File: src/include/siege_consts.svh
`ifndef SIEGE_CONSTS_SVH
`define SIEGE_CONSTS_SVH

// ------------------------------------------------------------
// lane geometry and widths
// ------------------------------------------------------------
`define NUM_SLOTS     8
`define SLOT_W        3
`define X_W           10
`define HP_W          12
`define CNT_W         4        // holds the largest cd
`define SPAWN_X       10
`define TOWER_X       570
`define TOWER_HP_INIT 4000

// ------------------------------------------------------------
// unit stat table
// ------------------------------------------------------------
`define KILLER_BIRD_HP    100
`define KILLER_BIRD_ATK   20
`define KILLER_BIRD_CD    2
`define KILLER_BIRD_SPEED 8
`define KILLER_BIRD_RANGE 20

`define WHITE_BEAR_HP     300
`define WHITE_BEAR_ATK    40
`define WHITE_BEAR_CD     4
`define WHITE_BEAR_SPEED  4
`define WHITE_BEAR_RANGE  10

`define METAL_DUCK_HP     600
`define METAL_DUCK_ATK    15
`define METAL_DUCK_CD     3
`define METAL_DUCK_SPEED  2
`define METAL_DUCK_RANGE  30

`define BLACK_BEAR_HP     900
`define BLACK_BEAR_ATK    80
`define BLACK_BEAR_CD     6
`define BLACK_BEAR_SPEED  3
`define BLACK_BEAR_RANGE  10

`endif
File: src/design/siege_pkg.sv
`include "siege_consts.svh"

package siege_pkg;

    typedef enum logic [1:0] {
        ut_killer_bird,
        ut_white_bear,
        ut_metal_duck,
        ut_black_bear
    } unit_type_t;

    typedef enum logic [2:0] {
        st_move,
        st_wind,     // counting up to the blow
        st_strike,
        st_recover
    } unit_state_t;

    typedef logic [`HP_W-1:0]  hp_t;
    typedef logic [`X_W-1:0]   xpos_t;
    typedef logic [`CNT_W-1:0] cnt_t;

    // ------------------------------------------------------------
    // stat lookup
    // ------------------------------------------------------------
    function automatic hp_t stat_hp(unit_type_t t);
        case (t)
            ut_killer_bird: return hp_t'(`KILLER_BIRD_HP);
            ut_white_bear:  return hp_t'(`WHITE_BEAR_HP);
            ut_metal_duck:  return hp_t'(`METAL_DUCK_HP);
            default:        return hp_t'(`BLACK_BEAR_HP);
        endcase
    endfunction

    function automatic hp_t stat_atk(unit_type_t t);
        case (t)
            ut_killer_bird: return hp_t'(`KILLER_BIRD_ATK);
            ut_white_bear:  return hp_t'(`WHITE_BEAR_ATK);
            ut_metal_duck:  return hp_t'(`METAL_DUCK_ATK);
            default:        return hp_t'(`BLACK_BEAR_ATK);
        endcase
    endfunction

    function automatic cnt_t stat_cd(unit_type_t t);
        case (t)
            ut_killer_bird: return cnt_t'(`KILLER_BIRD_CD);
            ut_white_bear:  return cnt_t'(`WHITE_BEAR_CD);
            ut_metal_duck:  return cnt_t'(`METAL_DUCK_CD);
            default:        return cnt_t'(`BLACK_BEAR_CD);
        endcase
    endfunction

    function automatic xpos_t stat_speed(unit_type_t t);
        case (t)
            ut_killer_bird: return xpos_t'(`KILLER_BIRD_SPEED);
            ut_white_bear:  return xpos_t'(`WHITE_BEAR_SPEED);
            ut_metal_duck:  return xpos_t'(`METAL_DUCK_SPEED);
            default:        return xpos_t'(`BLACK_BEAR_SPEED);
        endcase
    endfunction

    function automatic xpos_t stat_range(unit_type_t t);
        case (t)
            ut_killer_bird: return xpos_t'(`KILLER_BIRD_RANGE);
            ut_white_bear:  return xpos_t'(`WHITE_BEAR_RANGE);
            ut_metal_duck:  return xpos_t'(`METAL_DUCK_RANGE);
            default:        return xpos_t'(`BLACK_BEAR_RANGE);
        endcase
    endfunction

endpackage

File: src/design/slot_if.sv
`timescale 1ns/1ps

interface slot_if import siege_pkg::*; ();

    // from the dispatcher
    logic       load;        // spawn into this slot
    unit_type_t load_type;
    logic       hit;
    hp_t        hit_dmg;

    // from the slot
    logic       alive;
    logic       strike;      // high on the tick that lands a blow
    hp_t        strike_dmg;

    modport dispatch (
        output load, load_type, hit, hit_dmg,
        input  alive
    );

    modport slot (
        input  load, load_type, hit, hit_dmg,
        output alive, strike, strike_dmg
    );

    modport tower (
        input  strike, strike_dmg
    );

endinterface

File: src/design/siege_engine.sv
`timescale 1ns/1ps
`include "siege_consts.svh"

module siege_engine
    import siege_pkg::*;
(
    input  logic                  rst,
    input  logic                  clk_25MHz,

    // spawn request
    input  logic                  spawn_valid,
    input  unit_type_t            spawn_type,
    output logic                  spawn_ready,

    // defender shots
    input  logic                  hit_valid,
    input  logic [`SLOT_W-1:0]    hit_slot,
    input  hp_t                   hit_dmg,

    input  logic                  tick,         // one game step

    output logic [`NUM_SLOTS-1:0] alive_mask,
    output hp_t                   tower_hp,
    output logic                  game_lose
);

    slot_if slots [`NUM_SLOTS] ();

    unit_dispatch u_dispatch (
        .spawn_valid (spawn_valid),
        .spawn_type  (spawn_type),
        .spawn_ready (spawn_ready),
        .hit_valid   (hit_valid),
        .hit_slot    (hit_slot),
        .hit_dmg     (hit_dmg),
        .slots       (slots)
    );

    // ------------------------------------------------------------
    // unit slots
    // ------------------------------------------------------------
    for (genvar g = 0; g < `NUM_SLOTS; g++) begin : g_slot
        unit_slot u_slot (
            .clk_25MHz (clk_25MHz),
            .rst       (rst),
            .tick      (tick),
            .u         (slots[g])
        );

        assign alive_mask[g] = slots[g].alive;
    end

    tower_siege u_tower (
        .clk_25MHz (clk_25MHz),
        .rst       (rst),
        .slots     (slots),
        .tower_hp  (tower_hp),
        .game_lose (game_lose)
    );

endmodule

File: src/design/tower_siege.sv
`timescale 1ns/1ps
`include "siege_consts.svh"

module tower_siege
    import siege_pkg::*;
(
    input  logic  clk_25MHz,
    input  logic  rst,
    slot_if.tower slots [`NUM_SLOTS],
    output hp_t   tower_hp,
    output logic  game_lose
);

    localparam int sum_w = `HP_W + `SLOT_W;   // eight full blows fit

    hp_t              dmg [`NUM_SLOTS];
    logic [sum_w-1:0] dmg_sum;

    for (genvar g = 0; g < `NUM_SLOTS; g++) begin : g_dmg
        assign dmg[g] = slots[g].strike ? slots[g].strike_dmg : '0;
    end

    // several slots may strike on the same tick
    always_comb begin
        dmg_sum = '0;
        for (int i = 0; i < `NUM_SLOTS; i++) begin
            dmg_sum = dmg_sum + sum_w'(dmg[i]);
        end
    end

    // ------------------------------------------------------------
    // tower hit points and loss flag
    // ------------------------------------------------------------
    always_ff @(posedge clk_25MHz) begin
        if (rst) begin
            tower_hp  <= hp_t'(`TOWER_HP_INIT);
            game_lose <= 1'b0;
        end else begin
            if (dmg_sum >= sum_w'(tower_hp)) begin
                tower_hp <= '0;          // saturate, never wrap
            end else begin
                tower_hp <= tower_hp - hp_t'(dmg_sum);
            end
            if (tower_hp == '0) begin
                game_lose <= 1'b1;       // sticky until reset
            end
        end
    end

endmodule

File: src/design/unit_slot.sv
`timescale 1ns/1ps
`include "siege_consts.svh"

module unit_slot
    import siege_pkg::*;
(
    input  logic clk_25MHz,
    input  logic rst,
    input  logic tick,
    slot_if.slot u
);

    // control state
    logic        alive;
    unit_state_t state;
    cnt_t        cnt;

    // unit payload
    unit_type_t  utype;
    xpos_t       xpos;
    hp_t         hp;

    logic [`X_W:0] reach;      // spare bit keeps the sum from wrapping
    logic          in_range;
    cnt_t          cd;

    assign reach    = xpos + stat_range(utype);
    assign in_range = (reach >= `TOWER_X);
    assign cd       = stat_cd(utype);

    assign u.alive      = alive;
    assign u.strike     = alive && (state == st_strike) && tick;
    assign u.strike_dmg = stat_atk(utype);

    // ------------------------------------------------------------
    // spawn, damage and the march/attack FSM
    // ------------------------------------------------------------
    always_ff @(posedge clk_25MHz) begin
        if (rst) begin
            alive <= 1'b0;
            state <= st_move;
            cnt   <= '0;
        end else if (u.load) begin
            alive <= 1'b1;
            utype <= u.load_type;
            xpos  <= xpos_t'(`SPAWN_X);
            hp    <= stat_hp(u.load_type);
            state <= st_move;
            cnt   <= '0;
        end else if (alive) begin
            if (u.hit) begin
                if (u.hit_dmg >= hp) begin
                    alive <= 1'b0;      // killed on this edge
                end else begin
                    hp <= hp - u.hit_dmg;
                end
            end

            if (tick) begin
                case (state)
                    st_move: begin
                        if (in_range) begin
                            state <= st_wind;
                            cnt   <= '0;
                        end else begin
                            xpos <= xpos + stat_speed(utype);
                        end
                    end

                    st_wind: begin
                        if (cnt == cd) begin
                            state <= st_strike;
                        end else begin
                            cnt <= cnt + 1'b1;
                        end
                    end

                    st_strike: begin
                        state <= st_recover;    // blow lands this tick
                        cnt   <= '0;
                    end

                    st_recover: begin
                        if (cnt == cd) begin
                            state <= st_move;   // recheck range next tick
                            cnt   <= '0;
                        end else begin
                            cnt <= cnt + 1'b1;
                        end
                    end

                    default: begin
                        state <= st_move;
                        cnt   <= '0;
                    end
                endcase
            end
        end
    end

endmodule

File: src/design/unit_dispatch.sv
`timescale 1ns/1ps
`include "siege_consts.svh"

module unit_dispatch
    import siege_pkg::*;
(
    input  logic               spawn_valid,
    input  unit_type_t         spawn_type,
    output logic               spawn_ready,
    input  logic               hit_valid,
    input  logic [`SLOT_W-1:0] hit_slot,
    input  hp_t                hit_dmg,
    slot_if.dispatch           slots [`NUM_SLOTS]
);

    logic [`NUM_SLOTS-1:0] alive_vec;
    logic [`NUM_SLOTS-1:0] free_first;    // one-hot, lowest dead slot
    logic                  spawn_fire;

    // ------------------------------------------------------------
    // spawn side
    // ------------------------------------------------------------

    // walk down from the top so the lowest free slot wins
    always_comb begin
        free_first = '0;
        for (int i = `NUM_SLOTS - 1; i >= 0; i--) begin
            if (!alive_vec[i]) begin
                free_first    = '0;
                free_first[i] = 1'b1;
            end
        end
    end

    assign spawn_ready = ~&alive_vec;              // some slot is free
    assign spawn_fire  = spawn_valid & spawn_ready;

    // ------------------------------------------------------------
    // per slot routing
    // ------------------------------------------------------------
    for (genvar g = 0; g < `NUM_SLOTS; g++) begin : g_route
        localparam logic [`SLOT_W-1:0] slot_idx = g;

        assign alive_vec[g]       = slots[g].alive;
        assign slots[g].load      = spawn_fire & free_first[g];
        assign slots[g].load_type = spawn_type;
        assign slots[g].hit       = hit_valid && (hit_slot == slot_idx);
        assign slots[g].hit_dmg   = hit_dmg;   // slot ignores it unless hit
    end

endmodule

File: config.mk
export PLATFORM = sky130hd
export DESIGN_NAME = siege_engine
export DESIGN_NICKNAME = d
export VERILOG_FILES = /design/src/design/siege_pkg.sv /design/src/design/slot_if.sv /design/src/design/siege_engine.sv /design/src/design/tower_siege.sv /design/src/design/unit_slot.sv /design/src/design/unit_dispatch.sv
export VERILOG_INCLUDE_DIRS = /design/src /design/src/include
export SDC_FILE = /design/constraint.sdc
export NUM_CORES = 1
export LEC_CHECK = 0
export BUFFER_PORTS_ARGS = -buffer_cell sky130_fd_sc_hd__buf_2
export CELL_PAD_IN_SITES_DETAIL_PLACEMENT = 0
export CELL_PAD_IN_SITES_GLOBAL_PLACEMENT = 1
export CORE_ASPECT_RATIO = 1.1
export CORE_MARGIN = 5
export CORE_UTILIZATION = 46
export DETAILED_ROUTE_END_ITERATION = 8
export PLACE_DENSITY = 0.89
export SYNTH_ARGS = -nofsm -noshare
export SYNTH_HDL_FRONTEND = slang
export SYNTH_SLANG_ARGS = --single-unit
File: constraint.sdc
create_clock -name clk_25MHz -period 8.36 [get_ports clk_25MHz]
set_clock_uncertainty 0.15 [all_clocks]
set_input_delay 1.254 -clock clk_25MHz [delete_from_list [all_inputs] [get_ports clk_25MHz]]
set_output_delay 1.254 -clock clk_25MHz [all_outputs]
set_load 0.05 [all_outputs]
# Word-level counts from Yosys, hierarchy flattened

Cells that the tools add are included.

Word-level logic and storage cells: 607
Register bits after elaboration: 269
Output and inout port bits: 22

Multiplexer cells: 258
Equal/unequal tests: 105
Reductions and logical operators: 126
Add/sub/neg operators: 40
Bitwise logic cells: 10
Magnitude comparators: 17

Operators by type and width:

| cell                   | number |
|---|---|
| $mux W10               | 80 |
| $mux W12               | 33 |
| $pmux W4 S3            | 16 |
| $pmux W7 S3            | 8 |
| $sub A12 B12 Y12       | 9 |
| $ge A12 B12 Y1         | 8 |
| $mux W4                | 24 |
| $pmux W3 S4            | 8 |
| $add A15 B12 Y15       | 6 |
| $add A10 B5 Y11        | 8 |
| $ge A11 B10 Y1 const B | 8 |
| $add A10 B10 Y10       | 8 |
| $ne A2 B1 Y1 const B   | 40 |
| $pmux W5 S2            | 8 |
| $reduce_and A5 Y1      | 16 |
| $mux W3                | 24 |
| $pmux W3 S3            | 8 |
| $mux W8                | 8 |
| $reduce_and A4 Y1      | 16 |
| $reduce_bool A2 Y1     | 32 |
| $mux W7                | 8 |
| $eq A3 B2 Y1 const B   | 18 |
| $add A4 B1 Y4 const B  | 8 |
| $eq A4 B3 Y1           | 8 |
| 19 further kinds       | 146 |

# Logic depth before layout (Yosys ltp)

Gate-level depths: netlist of the first run.

Depth after elaboration: 16
Mapped depth: 34
Depth with buffers taken out: 33

# Modules after synthesis

A second synthesis of the first run with hierarchy kept.

Cells, all modules: 2920
Area, all modules: 26360.3 sq um

Modules (own cells, without submodules):

| module                           | times used | sequential area each (sq um) | cells an instance | area each (sq um) |
|---|---|---|---|---|
| unit_slot (g_slot[2].u_slot ...) | 4          | 860.8                        | 287               | 2632.5 |
| tower_siege                      | 1          | 260.2                        | 459               | 3955.0 |
| unit_slot (g_slot[7].u_slot)     | 1          | 860.8                        | 303               | 2738.9 |
| unit_slot (g_slot[6].u_slot)     | 1          | 860.8                        | 298               | 2718.9 |
| unit_slot (g_slot[0].u_slot)     | 1          | 860.8                        | 282               | 2683.8 |
| unit_slot (g_slot[1].u_slot)     | 1          | 860.8                        | 282               | 2681.3 |
| unit_dispatch                    | 1          | 0.0                          | 140               | 992.2 |
| siege_engine                     | 1          | 0.0                          | 8                 | 60.1 |

# Worst setup path before layout of the first run

OpenSTA, ideal clock, no wires.

Path kind: input to register
Start point: in tick
End point: reg u_tower.tower_hp[3]
Cell stages on the path: 33
Arrival time: 8.155 ns
Path buffers: 3
Library setup time: 0.086 ns
Setup slack: -0.031 ns
Path through: clkbuf_1 -> clkbuf_1 -> and3_1 -> and2_1 -> ha_1 -> inv_1 -> fa_1 -> inv_1 -> fa_1 -> inv_1 -> fa_1 -> inv_1 -> fa_1 -> inv_1 -> fa_1 -> inv_1 -> ha_1 -> a21o_1 -> a21oi_1 -> o21bai_1 -> a21oi_1 -> o21ai_1 -> and2_1 -> nor2_1 -> ha_1 -> buf_6 -> a21o_1 -> a21oi_1 -> inv_1 -> o311a_1 -> o21bai_1 -> nand2_1 -> a211oi_1

Word-level cells in the longest chain between the ends: 11
Elaborated cells on any way between the ends: 26
Classes of those cells: 8 x add/sub; 1 x order compare; 8 x mux; 9 x reduce/logical

RTL lines:

| element                        | line               | source |
|---|---|---|
| from (decl)                    | siege_engine.sv:20 | `input logic tick,` |
| $logic_and A1 B1 Y1            | unit_slot.sv:32    | `assign u.strike = alive && (state == st_strike) && tick;` |
| $mux W7                        | tower_siege.sv:20  | `assign dmg[g] = slots[g].strike ? slots[g].strike_dmg : '0;` |
| $add A12 B12 Y13               | tower_siege.sv:27  | `dmg_sum = dmg_sum + sum_w'(dmg[i]);` |
| $add A15 B12 Y15 (5 in series) | tower_siege.sv:27  |  |
| $add A15 B12 Y15 *             | tower_siege.sv:27  |  |
| $ge A15 B12 Y1                 | tower_siege.sv:39  | `if (dmg_sum >= sum_w'(tower_hp)) begin` |
| $reduce_or A2 Y1 (no line)     | --                 |  |
| to (signal assigned)           | tower_siege.sv:36  | `` tower_hp <= hp_t'(`TOWER_HP_INIT); `` |
| to (signal assigned)           | tower_siege.sv:42  | `tower_hp <= tower_hp - hp_t'(dmg_sum);` |
| to (decl)                      | tower_siege.sv:10  | `output hp_t tower_hp,` |

Mark *: on every way between the ends. The rest lies on a longest branch, timed or not.
A chain may end at the register's enable or synchronous reset.

# Worst setup path in the final report of the first run

Same ends and word-level chain as after synthesis.

==> out/qor.yml, run 1 <==
run_status:
  run_status: "finished, final reports clean"
cts:
  clockBufferDepth: 3
  clock_sinks: 261
  numCtsBuffers: 34
  cts_repair_resize_count: 0
  clk_latency_ps: 570
  cts-root-buf: "clkbuf_16"
  cts_tree: "yes"
  cts-hold-fix-buffers: 0
  path_clk_slew_ps: 60
  ctsHtreeMaxLevel: 2
  cts_setup_buffers: 0
critical_path:
  slowest_delay_ps: 590
  worstSetupStartpointType: "input port"
  rrSetupSlack_ps: 650
  path_common_cell: "inv_1"
  crit_end: "u_tower.tower_hp[3]"
  reg2regPathDepth: 31
  worstPathArrival_ps: 8040
  crit_fanout: 7
  required_ps: 8670
  worstSetupEndpointType: "register"
  r2r-end: "u_tower.tower_hp[3]"
  worstSetupStartpoint: "tick"
  crit_slowest_cell: "fa_1"
  critPathKind: "input port to register"
  reg2reg_from: "g_slot[0].u_slot.utype[0]"
pwr:
  power_frac_comb: 0.137
  ir_drop_mv: 0.149
  power_density_nw_per_um2: 134
  intPower_mw: 2.40
  swShare: 0.272
  p_seq_frac: 0.436
  cellLeakagePower_nw: 10.3
  power.switching_mw: 0.897
  p_total_mw: 3.30
  clock_power_share: 0.427
die:
  core-area_um2: 48900
  row_count: 85
  die-area_um2: 53800
  dieHeight_um: 243
  die_width_um: 222
  ios: 44
  start_util: 0.463
route:
  drtIter0Drc: 1344
  wire_per_inst_um: 17.8
  drt_wl_total_um: 57100
  vias: 18332
  ant_nets: 0
  drt-pass1-iter-count: 5
  drc_errors: 0
  via_per_inst: 5.73
timing:
  hold_violations: 0
  rsz0062_at_grt: "no"
  max_freq_mhz: 129
  min_period_ps: 7730
  timing.final.crit_share: 0.924
  setup_viol: 0
  slew_viol_final: 0
  slew_headroom: 0.208
  worst_slew_pin_slew_ps: 1180
  tns_ps: 0
logic_synthesis:
  yosysTopAreaCell: "edfxtp_1"
  synth_common_cells: "ha_1 (301), nor2_1 (249), nand2_1 (194), edfxtp_1 (192), inv_1 (187)"
  syn_nets: 2871
  yosysWarnings: 0
  ys_seq_elements: 261
  syn_avg_cell_area_um2: 9.11
  synth.top_cell.area_share: 0.254
  synthCells: 2490
  synth_seq_area_share: 0.315
  async_flop_share: 0
  netlist_area_um2: 22700
  synth_cell_type_count: 75
  synth_edf_count: 192
  synth.most_common_cell: "ha_1"
  dominantRegCellSynth: "edfxtp_1"
  yosys-top-cells-area: "edfxtp_1 (25%), ha_1 (17%), dfxtp_1 (6.1%)"
finish:
  diodes: 0
  final_cells: 3202
  final_nets: 2905
  area_growth_pct: 8.63
  drive_above_1_share: 0.0569
  n_fill_cell: 4513
placement:
  dp.cells: 3140
  port_buffers: 43
  place_congestion: 0.876
  dpl.hpwl_um: 41700
run:
  maxCapViolCount: 0
global_route:
  antenna_found_initial: 0
  grt_max_degree: 49
  grt_use_total: 0.207
  grt_pass1_wl_um: 91800
  globalRouteOverflowTotal: 0
  first_global_vias: 18417
min_path:
  hp-class: "register to register"
  worst_hold_startpoint: "g_slot[7].u_slot.cnt[3]"
## logic make-up (layout without fill, tap and decap cells)
logic type | Yosys count | count (layout) | share of synthesized area
xor gates and xnor gates | 195 | 195 | 0.0753
adders and majority gates | 359 | 359 | 0.217
muxes | 18 | 18 | 0.00806
and+or+nand+nor | 845 | 845 | 0.183
AOI/OAI and AO/OA | 560 | 560 | 0.157
DFF | 261 | 261 | 0.315
buffers and inverters | 252 | 312 | 0.0444
## layer usage
| layer | track usage | vias to the layer above | routed length (um) |
|---|---|---|---|
| li1 | - | 8957 | - |
| met3 | 0.0277 | 130 | 3270 |
| met5 | 0 | - | 0 |
| met4 | 0.0792 | 0 | 2090 |
| met2 | 0.356 | 482 | 26800 |
| met1 | 0.265 | 8763 | 24900 |
## registers in the layout, summed over array words and instances (netlist names)
register,count
g_slot.u_slot.cnt,32
g_slot.u_slot.xpos,80
g_slot.u_slot.u.alive,8
g_slot.u_slot.state,16
u_tower.tower_hp,12
u_tower.game_lose,1
g_slot.u_slot.utype,16
g_slot.u_slot.hp,96
## worst max-delay path: cells and delay by family
kind,cells,cell delay (ps)
buf+inv,8,530
simple gates,5,840
compound gates,10,1950
fa+ha+maj,8,3450
## stage by stage
step                      cell area, um2   util  hold WS, ps  setup WS, ps
after floorplan                    22700      -          304          85.1
after global placement             23600  0.482          298           159
after detailed placement           23600  0.482          317           109
after CTS                          24600  0.503          333           671
after global routing               24600  0.503          362           216
final                              24600  0.503          338           631
## worst min-delay path by stage
stage,end,slack (ps),cells after the start
CTS,g_slot[7].u_slot.cnt[3],330,2
detailed placement,u_tower.game_lose,320,2
finish,g_slot[7].u_slot.cnt[3],340,2
global placement,u_tower.game_lose,300,2
floorplan,g_slot[6].u_slot.cnt[3],300,2
global route,g_slot[7].u_slot.cnt[3],360,2
## power by group through the flow
stage	clock network, mW	logic, mW	registers [mW]
final	1.41	0.451	1.44
after global routing	1.50	0.500	1.44
after CTS	1.45	0.448	1.44
after detailed placement	0	0.444	1.47
after global placement	0	0.431	1.46
after floorplan	0	0.326	1.46
## area by class of cell
class	instances	area, um2	area share
Clock buffer	46	926	0.0376
Tap cell	652	816	0.0331
Inverter	187	702	0.0285
Clock inverter	16	121	0.00493
Sequential cell	261	7150	0.290
Timing Repair Buffer	63	365	0.0148
Multi-Input combinational cell	1977	14600	0.591
## cells in the final DEF (no fill, tap or decap), types with 42 or more instances in the layout
master	count
buf_2	43
edfxtp_1	192
nand2b_1	48
a21oi_1	179
inv_1	187
xor2_1	81
o21ai_0	77
a21o_1	46
and2_1	44
nand4_1	42
dfxtp_1	69
ha_1	301
fa_1	58
nor2_1	249
nand2_1	194
nand3_1	64
xnor2_1	114
(Power assumes the default switching activity.)
==> inputs of run 2 (changes only) <==
--- a/config.mk
+++ b/config.mk
@@ -9,7 +9,7 @@
 export BUFFER_PORTS_ARGS = -buffer_cell sky130_fd_sc_hd__buf_2
 export CELL_PAD_IN_SITES_DETAIL_PLACEMENT = 0
 export CELL_PAD_IN_SITES_GLOBAL_PLACEMENT = 1
-export CORE_ASPECT_RATIO = 1.1
+export CORE_ASPECT_RATIO = 0.6
 export CORE_MARGIN = 5
 export CORE_UTILIZATION = 46
 export DETAILED_ROUTE_END_ITERATION = 8
==> run 2 against run 1 <==
Effect of this change: via count grew 1.2%; critical path type unchanged; die area grew 0.26%; highest routed layer unchanged; sequential power is essentially flat; worst setup slack lost 40 ps; count of clock-buffer cells in the layout shrank 13; sequential share of layout area is essentially flat; combinational power grew 2%; register-to-register slack lost 50 ps; fmax shrank 0.51%; clock power shrank 7%; first-iteration DRC count grew 23%.
==> out/qor.yml, run 2 (synthesis results as in run 1) <==
timing:
  max_freq_mhz: 129
  slew_headroom: 0.160
  slew_viol_final: 0
  worst_slew_pin_slew_ps: 1260
  rsz0062_at_grt: "no"
  setup_slack_ps: 592
  tns_ps: 0
  hold_violations: 0
  min_period_ps: 7770
  setup_viol: 0
  timing.final.crit_share: 0.929
global_route:
  grt_use_total: 0.217
  antenna_found_initial: 0
  grt_pass1_wl_um: 95800
  grt_max_degree: 43
  globalRouteOverflowTotal: 0
  first_global_vias: 17839
critical_path:
  crit_slowest_cell: "fa_1"
  path_common_cell: "inv_1"
  worstSetupStartpointType: "input port"
  crit_fanout: 7
  reg2reg_from: "g_slot[0].u_slot.utype[0]"
  worstSetupStartpoint: "tick"
  critPathKind: "input port to register"
  required_ps: 8670
  rrSetupSlack_ps: 600
  critPathTopFamily: "adder cells"
  slowest_delay_ps: 590
  worstSetupEndpointType: "register"
  worstPathArrival_ps: 8080
  critPathBufInv: 8
cts:
  cts-hold-fix-buffers: 0
  ctsHtreeMaxLevel: 1
  path_clk_slew_ps: 60
  numCtsBuffers: 28
  cts_repair_resize_count: 0
  cts_tree: "yes"
  clockBufferDepth: 3
  cts_setup_buffers: 0
  cts-root-buf: "clkbuf_16"
  clk_latency_ps: 580
  clock_sinks: 261
finish:
  top_register: "g_slot.u_slot.hp"
  final_nets: 2909
  area_growth_pct: 8.45
  final_cell_mix: "ha_1 (301), nor2_1 (249), nand2_1 (194)"
  final_cells: 3200
  drive_above_1_share: 0.0596
  final_common_cell: "ha_1"
  diodes: 0
  largest_register_ffs: 96
  reg_top3: "g_slot.u_slot.hp: 96 flops, g_slot.u_slot.xpos: 80 flops, g_slot.u_slot.cnt: 32 flops"
route:
  vias: 18556
  drc_errors: 0
  drt-pass1-iter-count: 6
  wire_per_inst_um: 18.8
  drtIter0Drc: 1650
  ant_nets: 0
  via_per_inst: 5.80
  drt_wl_total_um: 60100
pwr:
  power_density_nw_per_um2: 130
  p_total_mw: 3.20
  cellLeakagePower_nw: 10.3
  ir_drop_mv: 0.152
min_path:
  hp-class: "register to register"
  worst_hold_startpoint: "u_tower.game_lose"
die:
  ios: 44
  core-area_um2: 49000
  dieHeight_um: 182
  row_count: 63
  die_width_um: 297
  die-area_um2: 54000
  start_util: 0.462
placement:
  port_buffers: 43
  dpl.hpwl_um: 45300
  place_congestion: 0.942
  dp_slack_ps: 60.5
  dp.cells: 3148
run_status:
  run_status: "finished, final reports clean"
run:
  maxCapViolCount: 0
[run 2: cell types whose count changed in the layout (fill, tap and decap cells not counted)]
| cell | before | now |
|---|---|---|
| inv_6 | 2 | 1 |
| clkbuf_1 | 9 | 3 |
| clkbuf_8 | 3 | 2 |
| bufinv_16 | 1 | 3 |
| clkinv_4 | 0 | 1 |
| clkinv_1 | 4 | 3 |
| clkinv_2 | 7 | 6 |
| buf_4 | 20 | 30 |
| clkbuf_16 | 34 | 28 |
| clkinvlp_4 | 1 | 4 |
[run 2: worst paths after layout]
path,depth (start not counted),to
worst min register to register,2,u_tower.game_lose
worst max-delay path,31,u_tower.tower_hp[3]
worst min-delay path,2,u_tower.game_lose
worst max register to register,31,u_tower.tower_hp[3]
[run 2: area by class of cell]
cell class / instances / area (um2)
Tap cell: 650 / 813
Sequential cell: 261 / 7150
Multi-Input combinational cell: 1977 / 14600
Fill cell: 4561 / 24400
Timing Repair Buffer: 73 / 440
Clock buffer: 33 / 739
Inverter: 187 / 702
Clock inverter: 19 / 195
[run 2: power by group]
part	switching [mW]	internal, mW
logic	0.289	0.171
registers	0.0169	1.42
clock network	0.577	0.729
total	0.883	2.32
[run 2: metal layers]
metal	GRT usage	vias up	share of wire
li1	-	8946	-
met1	0.324	8925	0.48
met2	0.332	601	0.43
met3	0.0401	84	0.077
met4	0.0410	0	0.018
met5	0	-	0
[run 2: worst register-to-register path: cells and delay by family (launching register included)]
family | cells | cell delay, ps
flip-flops | 1 | 460
AND/OR/NAND/NOR | 4 | 650
AO/OA/AOI/OAI | 10 | 1990
adder cells (fa/ha/maj) | 9 | 3760
buffers and inverters | 8 | 650
[run 2: per-stage QoR]
step,utilization,instance area (um2),hold slack [ps]
after floorplan,-,22700,304
after global placement,0.482,23700,305
after detailed placement,0.482,23700,320
after CTS,0.502,24600,334
after global routing,0.502,24600,358
final,0.502,24600,327
==> inputs of run 3 (changes only) <==
--- a/config.mk
+++ b/config.mk
@@ -13,6 +13,7 @@
 export CORE_MARGIN = 5
 export CORE_UTILIZATION = 46
 export DETAILED_ROUTE_END_ITERATION = 8
+export GPL_TIMING_DRIVEN = 0
 export PLACE_DENSITY = 0.89
 export SYNTH_ARGS = -nofsm -noshare
 export SYNTH_HDL_FRONTEND = slang
==> run 3 against run 2 <==
Effect of this change: clock power barely moved; power up 1.2%; global-route usage rose by 1.1 points; cell count increased by 1.4%; combinational power up 3%; non-clock buffer count is 39 higher; critical path depth up 1; sequential share of layout area shrank 0.21 points; die area unchanged; sequential power hardly changed; critical endpoint unchanged; sequential cell count stayed put.
==> out/qor.yml, run 3 (synthesis results as in run 1) <==
run_status:
  run_status: "finished, final reports clean"
cts:
  numCtsBuffers: 30
  clock_sinks: 261
  cts-root-buf: "clkbuf_16"
  clockBufferDepth: 3
  cts_tree: "yes"
  ctsHtreeMaxLevel: 1
  path_clk_slew_ps: 60
  clk_latency_ps: 590
timing:
  hold_ws_ps: 323
  worst_slew_pin_slew_ps: 1390
  min_period_ps: 7940
  setup_viol: 0
  setup_slack_ps: 418
  timing.final.crit_share: 0.950
  max_freq_mhz: 126
  slew_viol_final: 0
  slew_headroom: 0.0671
  tns_ps: 0
  hold_violations: 0
critical_path:
  required_ps: 8710
  crit_fanout: 17
  worstSetupStartpointType: "input port"
  critPathTopFamily: "adder cells"
  slowest_delay_ps: 580
  critPathBufInv: 9
  crit_slowest_cell: "fa_1"
  worstSetupEndpointType: "register"
  path_common_cell: "inv_1"
  critPathKind: "input port to register"
  worstPathArrival_ps: 8300
route:
  drt-pass1-iter-count: 6
  wire_per_inst_um: 19.4
  drtIter0Drc: 1815
  drc_errors: 0
  vias: 18911
  ant_nets: 0
  drt_wl_total_um: 63000
  via_per_inst: 5.83
finish:
  seqCellArea_um2: 7150
  area_growth_pct: 9.26
  final_nets: 2950
  multiInputGateArea_um2: 14600
  final_cell_mix: "ha_1 (301), nor2_1 (249), nand2_1 (193)"
  n_fill_cell: 4537
  fin_util: 0.505
  top_register: "g_slot.u_slot.hp"
  largest_register_ffs: 96
  reg_top3: "g_slot.u_slot.hp: 96 flops, g_slot.u_slot.xpos: 80 flops, g_slot.u_slot.cnt: 32 flops"
  drive_above_1_share: 0.0582
  final_common_cell: "ha_1"
die:
  die-area_um2: 54000
  die_width_um: 297
  ios: 44
  start_util: 0.462
  core-area_um2: 49000
  row_count: 63
  dieHeight_um: 182
pwr:
  ir_drop_mv: 0.166
  power_density_nw_per_um2: 131
  cellLeakagePower_nw: 10.4
  p_total_mw: 3.24
run:
  maxCapViolCount: 0
global_route:
  busiest_layer: "met1"
  grt_max_degree: 18
  first_global_vias: 17938
  globalRouteOverflowTotal: 0
  antenna_found_initial: 4
  grtUsageMet3: 0.0401
  grt_use_met1: 0.356
  grt_pass1_wl_um: 98900
  grt_use_total: 0.228
  use_met2: 0.326
placement:
  place_congestion: 0.920
  dp_slack_ps: -1770
  port_buffers: 42
  dpl.hpwl_um: 47600
min_path:
  hp-class: "register to register"
[run 3: report_power, final]
| group | total (mW) | switching, mW | internal (mW) |
|---|---|---|---|
| clock | 1.33 | 0.576 | 0.755 |
| combinational | 0.475 | 0.304 | 0.171 |
| sequential | 1.44 | 0.0150 | 1.42 |
[run 3: routing by layer]
metal | up-vias | share of wire
met5 | - | 0
met4 | 0 | 0.026
li1 | 9060 | -
met3 | 95 | 0.095
met2 | 783 | 0.40
met1 | 8973 | 0.48
[run 3: timing repair]
action / CTS / global route
gates resized for setup: 4 / 9
endpoints found under the setup margin: 12 / 8
hold buffers: 0 / 0
pin swaps: 0 / 1
setup buffers: 0 / 2
[run 3: layout make-up]
class,count,share of cell area
plain buffers,64,0.0126
clock buffers,46,0.0356
multi-input cells,1977,0.588
well taps,650,0.0328
diodes,2,0.000202
inverters,187,0.0283
clock inverters,10,0.00338
repair buffers,48,0.0106
flip-flops and latches,261,0.288
[run 3: per-stage QoR]
step | instance area (um2) | instances
finish | 24800 | 3245
floorplan | 22700 | 2490
CTS | 24700 | 3241
detailed placement | 23800 | 3186
global placement | 23700 | 3182
global route | 24800 | 3245
[run 3: path summary, 6_finish.rpt]
kind,slack [ps],end,cells past startpoint,start
setup / recovery,420,u_tower.tower_hp[3],32,tick
hold / removal,320,u_tower.game_lose,2,u_tower.game_lose
setup reg to reg,470,u_tower.tower_hp[3],32,g_slot[0].u_slot.u.alive
hold reg to reg,320,u_tower.game_lose,2,u_tower.game_lose
[run 3: worst register-to-register path: cells and delay by family, from the launching register on]
family | cells | cell delay [ps]
buffers and inverters | 9 | 950
adders and majority gates | 8 | 3420
AOI/OAI and AO/OA | 10 | 1950
and+or+nand+nor | 5 | 930
DFF | 1 | 440
